## src/verilog/mfp_ahb_lite_cfg.svh

```systemverilog
`ifndef MFP_AHB_LITE_CFG_SVH
`define MFP_AHB_LITE_CFG_SVH

// address match values

// boot RAM at 0xbfc00000, physical 0x1fc00000, matched on HADDR[28:22]
`define MFP_RAM_RESET_ADDR_MATCH 7'h7f

// main RAM at 0x80000000, physical 0x00000000, matched on HADDR[28]
`define MFP_RAM_ADDR_MATCH 1'b0

// GPIO at 0xbf800000, physical 0x1f800000, matched on HADDR[28:22]
`define MFP_GPIO_ADDR_MATCH 7'h7e

// memory sizes as byte-address widths

// 1 KB boot RAM
`define MFP_RAM_RESET_ADDR_WIDTH 10

// 4 KB main RAM
`define MFP_RAM_ADDR_WIDTH 12

`endif

```

## src/verilog/mfp_ahb_pkg.sv

```systemverilog
package mfp_ahb_pkg;

    typedef enum logic [1:0] {
        IDLE   = 2'b00,
        BUSY   = 2'b01,
        NONSEQ = 2'b10,
        SEQ    = 2'b11
    } htrans_t;

    // sizes a 32-bit data bus can carry
    typedef enum logic [2:0] {
        BYTE = 3'b000,
        HALF = 3'b001,
        WORD = 3'b010
    } hsize_t;

    // address phase, driven by the master
    typedef struct packed {
        logic [31:0] haddr;
        htrans_t     htrans;
        logic        hwrite;
        hsize_t      hsize;
    } ahb_req_t;

    // data phase result, hresp high means ERROR
    typedef struct packed {
        logic [31:0] hrdata;
        logic        hready;
        logic        hresp;
    } ahb_resp_t;

    // one-hot slave select
    typedef logic [2:0] hsel_t;

    localparam int HSEL_RESET_RAM = 0;
    localparam int HSEL_RAM       = 1;
    localparam int HSEL_GPIO      = 2;

    // GPIO word offsets
    typedef enum logic [1:0] {
        RED      = 2'd0,
        GREEN    = 2'd1,
        SWITCHES = 2'd2,
        BUTTONS  = 2'd3
    } gpio_reg_e;

endpackage

```

## src/verilog/mfp_ahb_gpio_slave.sv

```systemverilog
`timescale 1ns/1ns

module mfp_ahb_gpio_slave (
    input  logic                   HCLK,
    input  logic                   reset,
    input  logic                   hsel,
    input  mfp_ahb_pkg::ahb_req_t  req,
    input  logic                   hready,
    input  logic [31:0]            hwdata,
    input  logic [17:0]            io_switches,
    input  logic [4:0]             io_buttons,
    output mfp_ahb_pkg::ahb_resp_t resp,
    output logic [17:0]            io_red_leds,
    output logic [8:0]             io_green_leds
);
    import mfp_ahb_pkg::*;

    logic        accept;
    logic        write_q;
    gpio_reg_e   reg_q;
    logic [17:0] red_q;
    logic [8:0]  green_q;
    logic [31:0] rdata;

    assign accept = hsel && hready && (req.htrans inside {NONSEQ, SEQ});

    always_ff @(posedge HCLK) begin
        if (reset) begin
            write_q <= 1'b0;
        end else if (hready) begin
            write_q <= accept && req.hwrite;
        end
    end

    // word offset, aliases across the whole GPIO window
    always_ff @(posedge HCLK) begin
        if (accept) begin
            reg_q <= gpio_reg_e'(req.haddr[3:2]);
        end
    end

    always_ff @(posedge HCLK) begin
        if (reset) begin
            red_q   <= '0;
            green_q <= '0;
        end else if (write_q && hready) begin
            case (reg_q)
                RED:     red_q   <= hwdata[17:0];
                GREEN:   green_q <= hwdata[8:0];
                // inputs are read-only
                default: ;
            endcase
        end
    end

    // data phase read, live input values
    always_comb begin
        case (reg_q)
            RED:      rdata = {14'b0, red_q};
            GREEN:    rdata = {23'b0, green_q};
            SWITCHES: rdata = {14'b0, io_switches};
            default:  rdata = {27'b0, io_buttons};
        endcase
    end

    assign resp = '{hrdata: rdata, hready: 1'b1, hresp: 1'b0};

    assign io_red_leds   = red_q;
    assign io_green_leds = green_q;

endmodule

```

## config.mk

```make
export PLATFORM = sky130hd
export DESIGN_NAME = mfp_ahb_gpio_slave
export DESIGN_NICKNAME = d
export VERILOG_FILES = /design/src/verilog/mfp_ahb_lite_cfg.svh /design/src/verilog/mfp_ahb_pkg.sv /design/src/verilog/mfp_ahb_gpio_slave.sv
export SDC_FILE = /design/constraint.sdc
export NUM_CORES = 1
export LEC_CHECK = 0
export BUFFER_PORTS_ARGS = -buffer_cell sky130_fd_sc_hd__buf_2
export CAP_MARGIN = 20
export CORE_MARGIN = 5
export CORE_UTILIZATION = 42
export CTS_BUF_LIST = sky130_fd_sc_hd__clkbuf_8
export DETAILED_ROUTE_END_ITERATION = 6
export PLACE_DENSITY = 0.94
export SYNTH_ARGS = -nofsm -noshare
export SYNTH_HDL_FRONTEND = slang
export SYNTH_SLANG_ARGS = --single-unit
```

## constraint.sdc

```tcl
create_clock -name HCLK -period 3.8 [get_ports HCLK]
set_input_delay 0.76 -clock HCLK [delete_from_list [all_inputs] [get_ports HCLK]]
set_output_delay 0.76 -clock HCLK [all_outputs]
set_load 0.05 [all_outputs]
```

# After elaboration in Yosys (flattened, before gate mapping)
# Index checks and enable logic that the tools add are counted.
dict set report word_totals {
  out_inout_bits 61
  register_bits 30
}
dict set report classes {
  n_mux 1
  n_eq_ne 4
  n_reduce_logical 8
}
# cell count
set op_table {}
lappend op_table {{18-bit case mux with 3 select lines} 1}
lappend op_table {{2-bit == test, second input constant} 3}
lappend op_table {{1-bit logical AND} 4}
lappend op_table {{2-bit AND reduction} 2}
lappend op_table {{2-bit by 1-bit == test with 1-bit output, second input constant} 1}
lappend op_table {{2-bit logical NOT} 1}
lappend op_table {{2-bit nonzero test} 1}

# Longest topological paths before layout
dict set report depth {
  ltp_word 4
  depth_mapped 4
  depth_no_buf 2
}

# Least setup slack after synthesis
# No wires, ideal clock.
dict set report synth_timing {
  path_type {reg2out}
  startpoint {register reg_q[1]}
  endpoint {output resp[9] (netlist name)}
  t_arrival_ns 1.679
  required_ns 3.040
  setup_slack_ns 1.361
  path_stages_with_launch 5
  cell_sequence {edfxtp_1 -> buf_4 -> buf_6 -> mux2i_1 -> o2bb2ai_1}
}
# element line
set synth_rtl {}
lappend synth_rtl {{from (decl)} mfp_ahb_gpio_slave.sv:20} ;# gpio_reg_e reg_q;
lappend synth_rtl {{from (signal assigned)} mfp_ahb_gpio_slave.sv:38} ;# reg_q <= gpio_reg_e'(req.haddr[3:2]);
lappend synth_rtl {{to (decl)} mfp_ahb_gpio_slave.sv:12} ;# output mfp_ahb_pkg::ahb_resp_t resp,

==> reports/qor.txt <==
==========================================================================================
Comb power frac .............................................................        19.5%
Total count of hold-check failures in the final report ......................            0
Final routed wire length divided by cell count ..............................      13.6 um
Worst reg2reg startpoint ....................................................     reg_q[1]
Final std cell area, no fill ................................................ 0.00226 sq mm
Clock edge transition at the registers on the reported setup and hold paths .      0.07 ns
Number of nets still failing antenna checks after routing ...................            0
Nature of the critical path endpoint ........................................   output pin
Clock share of power ........................................................        35.7%
Number of antenna violations at the first check in global routing ...........            0
Register-to-register setup slack ............................................      1.71 ns
Power per Cell Area .........................................................  322 mW/mm^2
Cell row count ..............................................................           23
Worst-Margin Slew ...........................................................     0.879 ns
Ratio of cells with drive above 1 in the final layout .......................        41.4%
Proportion of power drawn by flip-flops and latches .........................        44.7%
Largest net degree at the start of global routing ...........................           47
Number of fill cells ........................................................          368
Hold WC Path Type ........................................................... flop to flop
Vias after detailed routing .................................................         1465
Die outline area ............................................................ 0.00562 sq mm
Start-to-end type of the worst setup path ................................... flop to output pin
Clk_lat worst skew ..........................................................      0.27 ns
Crit Path Max Fanout ........................................................           16
First-pass DRT Iterations ...................................................            4
Htree depth .................................................................            2
Int Pwr .....................................................................       512 uW
Period minus WS final .......................................................      2.82 ns
Top-level I/O count .........................................................          158
Synth warnings ..............................................................            0
Number of DRC markers after the initial detailed-route iteration ............           27
Worst-case clock buffer depth ...............................................            2
Worst hold margin ...........................................................     0.488 ns
CTS tree ....................................................................        built
Leading register cell type out of synthesis ................................. sky130_fd_sc_hd__dfxtp_1
R2R cell count ..............................................................            2
Synth cell types ............................................................           22
Final cell utilization of the core ..........................................        55.8%
Congestion Overflow GR ......................................................            0
Highest clock rate ..........................................................    0.355 GHz
Max-slew violation count ....................................................            0
Antenna cell count ..........................................................            0
Slew Limit Headroom .........................................................        41.4%
Cell leakage power ..........................................................   0.00116 uW
Top area cells in the synthesized netlist ................................... sky130_fd_sc_hd__dfxtp_1 (32%), sky130_fd_sc_hd__mux2i_1 (23%), sky130_fd_sc_hd__nand2b_1 (16%)
MaxCap Viol Count ...........................................................            0
Status ...................................................................... complete, no violations
Post-synthesis instance area ................................................ 0.00177 sq mm
Final estimated routing congestion in global placement ......................        0.695
Critical path required time .................................................      3.04 ns
Share of synthesized area occupied by flip-flops and latches ................        35.0%
Setup repair after global routing missed its margin .........................        false
Post-detailed-placement cell area ........................................... 0.00217 sq mm
Worst VDD drop ..............................................................     0.172 mV
Worst hold path startpoint .................................................. io_red_leds[12]
Post-route DRC ..............................................................            0
Vias per Instance ...........................................................         4.71
Switching part of the total .................................................        29.8%
Number of input and output port buffers inserted ............................           93
Yosys reg bits ..............................................................           30
CP arrival ..................................................................      2.06 ns
Most used standard cells in the synthesized netlist ......................... sky130_fd_sc_hd__nand2b_1 (46), sky130_fd_sc_hd__mux2i_1 (40), sky130_fd_sc_hd__dfxtp_1 (28)
Global-route usage over all layers ..........................................        14.6%
Cell type with the largest total area after synthesis ....................... sky130_fd_sc_hd__dfxtp_1
Initial standard-cell utilization of the core ...............................        43.7%
Worst-case clock skew .......................................................   0.00666 ns
Via count of the first global-routing pass ..................................         1380
Most instantiated library cell after synthesis .............................. sky130_fd_sc_hd__nand2b_1
Share of the cycle needed by the critical path after routing ................        74.1%
Area share of the largest cell type after synthesis .........................        31.6%
Height of the die ...........................................................      75.0 um
CTS resizes .................................................................            0
Startpoint class of the critical path .......................................         flop
Endpoint of the lowest-slack register-to-register path ...................... io_red_leds[1]
Final setup violating endpoints .............................................            0
Cell at the root of the clock tree .......................................... sky130_fd_sc_hd__clkbuf_8
Wire length of the first global-routing pass ................................      6250 um
Number of CTS-inserted buffers ..............................................            5
Placeable core region ....................................................... 0.00406 sq mm
Post-CTS Setup Bufs .........................................................            0
Net total in the final layout ...............................................          357
Syn Area/Cell ...............................................................   10.2 sq um
Relative area change from synthesis to final layout .........................        27.8%
Number of hold-repair buffers added at the cts stage ........................            0
Post-synthesis instance total ...............................................          173
Wirelength, routed ..........................................................      4230 um
Share of synthesized registers carrying an async set or reset ...............           0%
Width of the chip ...........................................................      75.0 um
# clock sinks ...............................................................           30
WHS Path Cells ..............................................................            2
EDFF count, synth ...........................................................            2
Switching component of the power ............................................       217 uW
HPWL after detailed placement ...............................................      3240 um
Endpoint, Worst Hold ........................................................ io_red_leds[12]
Overall power after layout ..................................................       729 uW
Final sum of negative setup slack ...........................................         0 ns
==========================================================================================
## through the flow
step                      setup WS (ns)  instances
after floorplan                    1.36        187
after global placement             1.26        303
after detailed placement           1.25        303
after CTS                         0.941        311
after global routing              0.867        311
final                             0.985        311
## routing by layer
metal  wire [um]  share of wire [%]  track usage [%]  up-vias
met5           0                  0                0        -
met1        1660                 39             17.2      663
met4          13               0.31             2.96        0
li1            -                  -                -      728
met2        2030                 48             25.0       72
met3         530                 13             6.01        2
## cell type report
cell class,instances,area (sq um),area share [%]
clock buffer,6,82.6,3.65
clock inverter,2,12.5,0.552
multi-input combinational,128,1010,44.4
sequential,30,621,27.4
tap,50,62.6,2.76
timing repair buffer,95,480,21.2
## power by group through the flow
stage | sequential, uW | clock (uW) | combinational, uW
2_1_floorplan | 332 | 0 | 119
4_1_cts | 326 | 273 | 143
5_1_grt | 327 | 287 | 151
3_5_place_dp | 334 | 0 | 143
6_report | 326 | 261 | 142
3_3_place_gp | 333 | 0 | 141
## cells in the final DEF (no fill, tap or decap)
cell type	n
sky130_fd_sc_hd__buf_2	93
sky130_fd_sc_hd__nand2b_1	46
sky130_fd_sc_hd__mux2i_1	40
sky130_fd_sc_hd__dfxtp_1	28
sky130_fd_sc_hd__conb_1	16
sky130_fd_sc_hd__nor2_1	9
sky130_fd_sc_hd__clkbuf_8	6
sky130_fd_sc_hd__o2bb2ai_1	4
sky130_fd_sc_hd__mux4_2	4
sky130_fd_sc_hd__buf_4	2
sky130_fd_sc_hd__edfxtp_1	2
sky130_fd_sc_hd__nor2b_1	1
sky130_fd_sc_hd__mux4_1	1
sky130_fd_sc_hd__and3_1	1
sky130_fd_sc_hd__and4bb_1	1
sky130_fd_sc_hd__and4b_1	1
sky130_fd_sc_hd__nand4b_2	1
sky130_fd_sc_hd__nand4_1	1
sky130_fd_sc_hd__a21oi_1	1
sky130_fd_sc_hd__nand4bb_1	1
sky130_fd_sc_hd__clkinv_2	1
sky130_fd_sc_hd__clkinvlp_4	1
## worst max-delay path: stages, from the launching register on
cell and delay [ns]:
sky130_fd_sc_hd__edfxtp_1 0.91, sky130_fd_sc_hd__mux4_1 0.64, sky130_fd_sc_hd__buf_2 0.23
## state kept, by name (all words and copies together) (netlist names)
register       count
io_red_leds       18
io_green_leds      9
reg_q              2
write_q            1
## cells by family after synthesis
logic type      synth area share (%)
flops                           35.0
buf+inv                         11.2
simple gates                    22.0
other cells                    0.424
compound gates                  2.26
mux                             29.2
## how the worst max path moves through the flow
stage / start / cells past startpoint / slack, ns / end
after detailed placement: reg_q[1] / 2 / 1.25 / resp[6]
final: reg_q[1] / 2 / 0.98 / resp[6]
after CTS: reg_q[1] / 2 / 0.94 / resp[6]
after global routing: reg_q[1] / 2 / 0.87 / resp[6]
after global placement: reg_q[1] / 2 / 1.26 / resp[6]
after floorplan: reg_q[1] / 4 / 1.36 / resp[9]
No activity file was read; power rests on OpenSTA's default activity.
