--- config.mk ---
export PLATFORM = sky130hd
export DESIGN_NAME = mfp_ahb_lite_response_mux
export DESIGN_NICKNAME = d
export VERILOG_FILES = /design/src/verilog/mfp_ahb_lite_cfg.svh /design/src/verilog/mfp_ahb_pkg.sv /design/src/verilog/mfp_ahb_lite_response_mux.sv
export SDC_FILE = /design/constraint.sdc
export NUM_CORES = 1
export LEC_CHECK = 0
export BUFFER_PORTS_ARGS = -buffer_cell sky130_fd_sc_hd__buf_2
export CORE_MARGIN = 5
export CORE_UTILIZATION = 27
export CTS_CLUSTER_SIZE = 28
export DETAILED_ROUTE_END_ITERATION = 8
export GPL_TIMING_DRIVEN = 0
export PLACE_DENSITY = 0.82
export SYNTH_ARGS = -nofsm -noshare
export SYNTH_HDL_FRONTEND = slang
export SYNTH_SLANG_ARGS = --single-unit
--- constraint.sdc ---
create_clock -name HCLK -period 1.53 [get_ports HCLK]
set_clock_uncertainty 0.05 [all_clocks]
set_input_delay 0.0765 -clock HCLK [delete_from_list [all_inputs] [get_ports HCLK]]
set_output_delay 0.0765 -clock HCLK [all_outputs]
set_load 0.01 [all_outputs]
--- src/verilog/mfp_ahb_lite_cfg.svh ---
`ifndef MFP_AHB_LITE_CFG_SVH
`define MFP_AHB_LITE_CFG_SVH

// address match values

// boot RAM at 0xbfc00000, physical 0x1fc00000, matched on HADDR[28:22]
`define MFP_RAM_RESET_ADDR_MATCH 7'h7f

// main RAM at 0x80000000, physical 0x00000000, matched on HADDR[28]
`define MFP_RAM_ADDR_MATCH 1'b0

// GPIO at 0xbf800000, physical 0x1f800000, matched on HADDR[28:22]
`define MFP_GPIO_ADDR_MATCH 7'h7e

// memory sizes as byte-address widths

// 1 KB boot RAM
`define MFP_RAM_RESET_ADDR_WIDTH 10

// 4 KB main RAM
`define MFP_RAM_ADDR_WIDTH 12

`endif

--- src/verilog/mfp_ahb_pkg.sv ---
package mfp_ahb_pkg;

    typedef enum logic [1:0] {
        IDLE   = 2'b00,
        BUSY   = 2'b01,
        NONSEQ = 2'b10,
        SEQ    = 2'b11
    } htrans_t;

    // sizes a 32-bit data bus can carry
    typedef enum logic [2:0] {
        BYTE = 3'b000,
        HALF = 3'b001,
        WORD = 3'b010
    } hsize_t;

    // address phase, driven by the master
    typedef struct packed {
        logic [31:0] haddr;
        htrans_t     htrans;
        logic        hwrite;
        hsize_t      hsize;
    } ahb_req_t;

    // data phase result, hresp high means ERROR
    typedef struct packed {
        logic [31:0] hrdata;
        logic        hready;
        logic        hresp;
    } ahb_resp_t;

    // one-hot slave select
    typedef logic [2:0] hsel_t;

    localparam int HSEL_RESET_RAM = 0;
    localparam int HSEL_RAM       = 1;
    localparam int HSEL_GPIO      = 2;

    // GPIO word offsets
    typedef enum logic [1:0] {
        RED      = 2'd0,
        GREEN    = 2'd1,
        SWITCHES = 2'd2,
        BUTTONS  = 2'd3
    } gpio_reg_e;

endpackage

--- src/verilog/mfp_ahb_lite_response_mux.sv ---
`timescale 1ns/1ns

module mfp_ahb_lite_response_mux (
    input  logic                   HCLK,
    input  logic                   reset,
    input  mfp_ahb_pkg::hsel_t     hsel,
    input  mfp_ahb_pkg::ahb_req_t  req,
    input  mfp_ahb_pkg::ahb_resp_t resp_reset_ram,
    input  mfp_ahb_pkg::ahb_resp_t resp_ram,
    input  mfp_ahb_pkg::ahb_resp_t resp_gpio,
    output mfp_ahb_pkg::ahb_resp_t resp
);
    import mfp_ahb_pkg::*;

    logic  active;
    hsel_t sel_q;
    logic  err_first_q;
    logic  err_second_q;

    assign active = req.htrans inside {NONSEQ, SEQ};

    // nothing changes while the first error cycle stalls the bus
    always_ff @(posedge HCLK) begin
        if (reset) begin
            sel_q        <= '0;
            err_first_q  <= 1'b0;
            err_second_q <= 1'b0;
        end else begin
            err_second_q <= err_first_q;
            if (resp.hready) begin
                sel_q       <= hsel;
                err_first_q <= active && (hsel == '0);
            end else begin
                err_first_q <= 1'b0;
            end
        end
    end

    always_comb begin
        resp = '{hrdata: 32'h0, hready: 1'b1, hresp: 1'b0};
        if (err_first_q) begin
            resp.hready = 1'b0;
            resp.hresp  = 1'b1;
        end else if (err_second_q) begin
            resp.hresp = 1'b1;
        end else if (sel_q[HSEL_RESET_RAM]) begin
            resp = resp_reset_ram;
        end else if (sel_q[HSEL_RAM]) begin
            resp = resp_ram;
        end else if (sel_q[HSEL_GPIO]) begin
            resp = resp_gpio;
        end
    end

    // unclaimed transfer gets the two-cycle ERROR response
    assert property (@(posedge HCLK) disable iff (reset)
        (resp.hready && active && hsel == '0)
            |=> (resp.hresp && !resp.hready) ##1 (resp.hresp && resp.hready))
        else $error("response mux: ERROR response not completed");

endmodule

---- Yosys cells after proc, flatten, opt, wreduce, memory -nomap -nowiden ----
Cells that the tools add are included.
storage, ports and cells
  logic and storage cells ................. 17
  register bits ........................... 5
operators by class
  equality and inequality tests ........... 2
  reductions and logical operators ........ 4
  mux-type cells .......................... 7
  bitwise gates (word level) .............. 1
operator list
  kind                count
  $mux 34             3
  $mux 33             1
  $mux 32             1
  $eq 2x2->1 const B  2
  $logic_not 3->1     1
  $mux 2              1
  $reduce_bool 2->1   1
  $reduce_or 2->1     1
  $logic_and 1x1->1   1
  $mux 1              1
  $not 1->1           1

---- Logic depth before layout (Yosys ltp) ----
Gate-level depths: netlist of the first run.
  depth in word-level cells ............... 7
  mapped depth ............................ 6
  gate-level depth less buffers ........... 3

---- Least setup slack after synthesis of the first run ----
No wires, ideal clock.
  kind .................................... reg-to-output
  start ................................... register sel_q[1]
  end ..................................... output resp[25] (netlist name)
  path slack .............................. 0.208 ns
  arrival time ............................ 1.196 ns
  cell stages (with the launch flop) ...... 7
  cells stage by stage .................... dfxtp_1 buf_2 nor2b_1 buf_2 buf_2 a221oi_1 nor3_1
RTL lines
  what                    RTL line                         source
  start, declared         mfp_ahb_lite_response_mux.sv:16  hsel_t sel_q;
  start signal, assigned  mfp_ahb_lite_response_mux.sv:31  sel_q <= hsel;
  end, declared           mfp_ahb_lite_response_mux.sv:11  output mfp_ahb_pkg::ahb_resp_t resp

==> flow_metrics.tcl, run 1 <==
set metrics [dict create \
    yosysTopAreaCell "a221oi_1" \
    synth_top_family_by_area "simple AND/OR/NAND/NOR gates" \
    maxSlewViolCount 0 \
    synth-edff-count 0 \
    setup.worst_path.class "flop to output port" \
    synth_compound_area_frac 0.3392 \
    coreArea_um2 3606 \
    synth-xor-area-share 0 \
    num_rows 22 \
    finalCritPeriodShare 1.007 \
    seq_area_frac_synth 0.1013 \
    power.net_switching_uw 894.1 \
    num_io_pins 179 \
    cts_tree "yes" \
    antenna_found_initial 0 \
    place.gp.congestion 0.8656 \
    startpoint_type "flop" \
    first_iter_violations 56 \
    grt_pass1_vias 1725 \
    vias 1855 \
    n_antenna_cell 0 \
    syn2layout_area_growth_pct 151.5 \
    synthMostInstantiatedCell "nor2b_1" \
    swShare 0.4356 \
    synth.area.mux_share 0.02025 \
    rr_startpoint "sel_q[0]" \
    netlist_area_um2 988.4 \
    violations "negative setup slack" \
    p_per_area_nw_per_um2 825.5 \
    synthArstFlopShare 0 \
    first_pass_iters 4 \
    port_buffers 141 \
    synth_cell_types 20 \
    grt_usage 0.1978 \
    hp-class "input port to flop" \
    min_period_ns 1.541 \
    yosys_warnings 0 \
    yosysTopAreaCellShare 0.2835 \
    overflow 0 \
    post-route-drc-count 0 \
    finalHoldViolCount 0 \
    numCtsBuffers 3 \
    worst_slack_ns -0.01125 \
    peakVddDrop_v 0.0005506 \
    chipHeight_um 70.51 \
    power.share.clock 0.122 \
    fmax_ghz 0.6488 \
    wire_per_inst_um 17.19 \
    critPathMaxFanout 7 \
    nFillCells 287 \
    slew_headroom 0.7750 \
    antenna_left 0 \
    hp-start "hsel[1]" \
    initial_core_util 0.2741 \
    synthCells 145 \
    nNetsFinal 444 \
    internal_power_uw 1158 \
    ys_seq_elements 5 \
    required_ns 1.40 \
    cts-root-buf "clkbuf_8" \
    avgSynthCellArea_um2 6.817 \
    clock_sinks 5 \
    syn-num-nets 290 \
    combPwrFrac 0.798 \
    cts.clk_slew.worst_paths_ns 0.04 \
    rsz0062_at_grt "true" \
    worst_pin_slew_ns 0.3375 \
    critPathCaptureType "output port" \
    share_seq_of_total_power 0.080 \
    timing.setup.tns_ns -0.03021 \
    wirelength_um 5948 \
    synthAdderAreaFrac 0 \
    viasPerCell 5.361 \
    whs_path_depth 3 \
    r2r_slack_ns 0.12 \
    p_leak_uw 0.001196 \
    clockBufferDepth 2 \
    drv_cap 0 \
    die_area_um2 4971 \
    drive_above_1_share 0.7617 \
    place_hpwl_um 3951 \
    htree_levels 1 \
    r2r-end "sel_q[2]" \
    final_util 0.6895 \
    grt_max_degree 11 \
    clk_latency_ns 0.23 \
    synth_area_leaders "a221oi_1 (28%), nor2b_1 (22%), nor3_1 (16%)" \
    setup-violations-final 7 \
    crit_arrival_ns 1.41 \
    synth_ff_type "dfxtp_1" \
    yosys.area_share.simple 0.4506 \
    ys_top_cells_by_count "nor2b_1 (35), a221oi_1 (32), nor3_1 (32)" \
    status "finished with violations" \
    holdPathEnd "sel_q[1]" \
    grt_pass1_wl_um 8059 \
    die_x_um 70.51 \
    ff2ff_path_depth 4 \
]
==> worst max-delay path, stage by stage (launching register included) <==
cell and delay (ns):
dfxtp_2 0.31, nor2b_4 0.13, buf_12 0.14, clkbuf_16 0.16, a221oi_2 0.24, nor3_1 0.07, buf_2 0.14
==> metrics by stage <==
stage	area, um^2	hold slack (ns)	total power, uW	cells	setup WS [ns]
floorplan	988.4	0.09462	784.8	145	0.2077
global placement	1754	0.2266	1224	334	-0.1092
detailed placement	1754	0.2274	1237	334	-0.09092
CTS	2117	0.05227	1735	342	-0.05684
global route	2486	0.07294	2183	346	-0.09760
finish	2486	0.05035	2052	346	-0.01125
==> sequential cells by signal, summed over array words and instances (netlist names) <==
register / cells
sel_q: 3
err_second_q: 1
err_first_q: 1
==> power groups by stage <==
stage | Sequential [uW] | Clock [uW] | Combinational (uW)
floorplan | 153 | 0 | 632
global placement | 156 | 0 | 1070
detailed placement | 156 | 0 | 1080
CTS | 156 | 262 | 1320
global route | 167 | 267 | 1750
finish | 164 | 251 | 1640
==> final cells by class <==
class | instances | area, um^2 | area share
sequential | 5 | 112.6 | 0.04529
inverter | 2 | 7.507 | 0.003020
timing repair buffer | 151 | 834.6 | 0.3357
clock buffer | 4 | 45.04 | 0.01812
tap | 48 | 60.06 | 0.02416
multi-input combinational | 119 | 1246 | 0.5013
buffer | 17 | 180.2 | 0.07247
==> placed cells by master (no fill, tap or decap), drive strengths merged <==
cell	Yosys	routed
buf	7	159
nor2b	35	35
nor3	33	33
a221oi	32	32
clkbuf	12	12
nand2	6	6
dfxtp	5	5
o211ai	2	2
mux2i	2	2
or2	2	2
inv	2	2
nor3b	1	1
a21oi	1	1
o32a	1	1
a22oi	1	1
nor2	1	1
o21ai	1	1
or4b	1	1
dlygate4sd3	0	1
==> what timing repair did <==
| item | 4_1_cts | 5_1_grt |
|---|---|---|
| hold buffers | 1 | 0 |
| resized for setup | 63 | 59 |
| pin swaps | 3 | 6 |
| buffers inserted | 2 | 4 |
| endpoints found under the hold margin | 2 | 0 |
| setup endpoints to repair | 34 | 34 |
| gates cloned | 2 | 1 |
==> worst max path at each step <==
stage | slack [ns] | depth (start not counted) | start | to
after global placement | -0.11 | 5 | err_first_q | resp[30]
after CTS | -0.06 | 7 | sel_q[1] | resp[0]
after global routing | -0.1 | 6 | sel_q[1] | resp[5]
final | -0.01 | 6 | sel_q[2] | resp[24]
after detailed placement | -0.09 | 5 | err_first_q | resp[23]
after floorplan | 0.21 | 6 | sel_q[1] | resp[25]
==> layer usage <==
layer	track usage	up-vias	share of wire	wire length (um)
li1	-	870	-	-
met1	0.2235	861	0.38	2281
met2	0.3555	108	0.51	3007
met3	0.05468	16	0.090	533
met4	0.06383	0	0.021	126
met5	0	-	0	0
==> cells by family after synthesis <==
family | after synthesis
muxes | 2
AOI/OAI and AO/OA | 38
buffers and inverters | 21
and+or+nand+nor | 79
DFF | 5
Note: power is estimated with default switching activity, not from simulation.
==> run 2, diff against run 1 <==
--- a/constraint.sdc
+++ b/constraint.sdc
@@ -4,2 +4,2 @@
 set_output_delay 0.0765 -clock HCLK [all_outputs]
-set_load 0.01 [all_outputs]
+set_load 0.005 [all_outputs]
==> flow_metrics.tcl, run 2 (same netlist as run 1, synthesis figures left out) <==
set metrics [dict create \
    status "finished with violations" \
    violations "negative setup slack" \
    cp-startpoint "sel_q[2]" \
    final_cell_mix "buf_2 (141), nor2b_1 (33), nor3_2 (19), a221oi_2 (19), nor3_1 (14)" \
    wirelength_um 6037 \
    layout_commonest_cell "buf_2" \
    hold_ws_ns 0.04460 \
    drv_cap 0 \
    post-route-drc-count 0 \
    num_io_pins 179 \
    overflow 0 \
    p_per_area_nw_per_um2 790.7 \
    htree_levels 1 \
    clk_latency_ns 0.23 \
    clockBufferDepth 2 \
    drive_above_1_share 0.7718 \
    top_regs "sel_q: 3 flops, err_first_q: 1 flops, err_second_q: 1 flops" \
    slew_headroom 0.7435 \
    place_hpwl_um 3951 \
    coreArea_um2 3606 \
    critPathMaxFanout 7 \
    crit_arrival_ns 1.43 \
    cts_tree "yes" \
    die_x_um 70.51 \
    nNetsFinal 444 \
    grt_pass1_vias 1720 \
    fmax_ghz 0.6423 \
    num_rows 22 \
    n_antenna_cell 0 \
    place.gp.congestion 0.8656 \
    finalHoldViolCount 0 \
    final_cells 346 \
    min_period_ns 1.557 \
    power.share.clock 0.127 \
    antenna_left 0 \
    grt_usage 0.2007 \
    syn2layout_area_growth_pct 158.0 \
    critPathCaptureType "output port" \
    grt_max_degree 11 \
    required_ns 1.40 \
    finalCritPeriodShare 1.018 \
    wire_per_inst_um 17.45 \
    grt_pass1_wl_um 8114 \
    initial_core_util 0.2741 \
    combPwrFrac 0.792 \
    final_util 0.7071 \
    internal_power_uw 1195 \
    setup.worst_path.class "flop to output port" \
    cts-root-buf "clkbuf_8" \
    rr_startpoint "sel_q[1]" \
    worst_slack_ns -0.02684 \
    first_pass_iters 4 \
    setup-violations-final 3 \
    viasPerCell 5.315 \
    share_seq_of_total_power 0.081 \
    power.net_switching_uw 821.6 \
    die_area_um2 4971 \
    chipHeight_um 70.51 \
    numCtsBuffers 3 \
    dp.cells 334 \
    startpoint_type "flop" \
    hp-start "hsel[2]" \
    peakVddDrop_v 0.0005608 \
    hp-class "input port to flop" \
    power_uw 2016 \
    vias 1839 \
    worst_pin_slew_ns 0.3847 \
    largest_reg_flops 3 \
    timing.setup.tns_ns -0.03553 \
    swShare 0.4075 \
    first_iter_violations 45 \
    port_buffers 141 \
    maxSlewViolCount 0 \
    antenna_found_initial 0 \
    rsz0062_at_grt "true" \
    p_leak_uw 0.001207 \
    regMostFlops "sel_q" \
    clock_sinks 5 \
    cts.clk_slew.worst_paths_ns 0.04 \
]
[run 2: cell count changes in the layout (fill, tap and decap cells not counted), moves of 2 or more]
cell      delta
clkbuf_8     +4
a221oi_2     +3
buf_4        -3
buf_6        -3
buf_8        +3
a221oi_1     -2
dfxtp_2      +2
dfxtp_4      -2
[run 2: power groups by stage]
stage / sequential (uW) / clock (uW) / combinational [uW]
2_1_floorplan: 153 / 0 / 544
3_3_place_gp: 156 / 0 / 976
3_5_place_dp: 156 / 0 / 990
4_1_cts: 156 / 262 / 1260
5_1_grt: 167 / 268 / 1700
6_report: 164 / 256 / 1600
[run 2: area by class of cell]
type	instances	area, um^2
Buffer	17	219.0
Clock buffer	4	45.04
Fill cell	289	1056
Inverter	2	7.507
Multi-Input combinational cell	119	1260
Sequential cell	5	107.6
Tap cell	48	60.06
Timing Repair Buffer	151	850.8
[run 2: timing repair]
action | in CTS | in global routing
cloned | 3 | 1
gates resized for setup | 66 | 59
pin swaps | 5 | 5
setup buffers | 3 | 3
setup endpoints to repair | 33 | 34
hold buffers | 1 | 0
endpoints found under the hold margin | 2 | 0
[run 2: metal layers]
layer | part of all wire | track usage | up-vias
met1 | 0.38 | 0.2244 | 870
met2 | 0.52 | 0.3659 | 86
met4 | 0.019 | 0.06596 | 0
met5 | 0 | 0 | -
met3 | 0.076 | 0.05180 | 12
li1 | - | - | 871
[run 2: worst paths after layout]
kind / end / slack, ns / cells after the start
setup reg to reg: sel_q[1] / 0.13 / 5
hold / removal: sel_q[2] / 0.04 / 3
setup / recovery: resp[19] / -0.03 / 6
hold reg to reg: sel_q[2] / 0.41 / 2
[run 2: critical path, cell delays in order, from the launching register on]
cell and delay, ns:
dfxtp_2 0.32, nor2b_4 0.13, buf_12 0.14, clkbuf_16 0.16, a221oi_2 0.25, nor3_2 0.08, buf_2 0.13
[run 2: metrics by stage]
stage	area [um^2]	setup slack, ns
floorplan	988.4	0.3059
global placement	1754	-0.09665
detailed placement	1754	-0.07818
CTS	2161	-0.03143
global route	2550	-0.08061
finish	2550	-0.02684
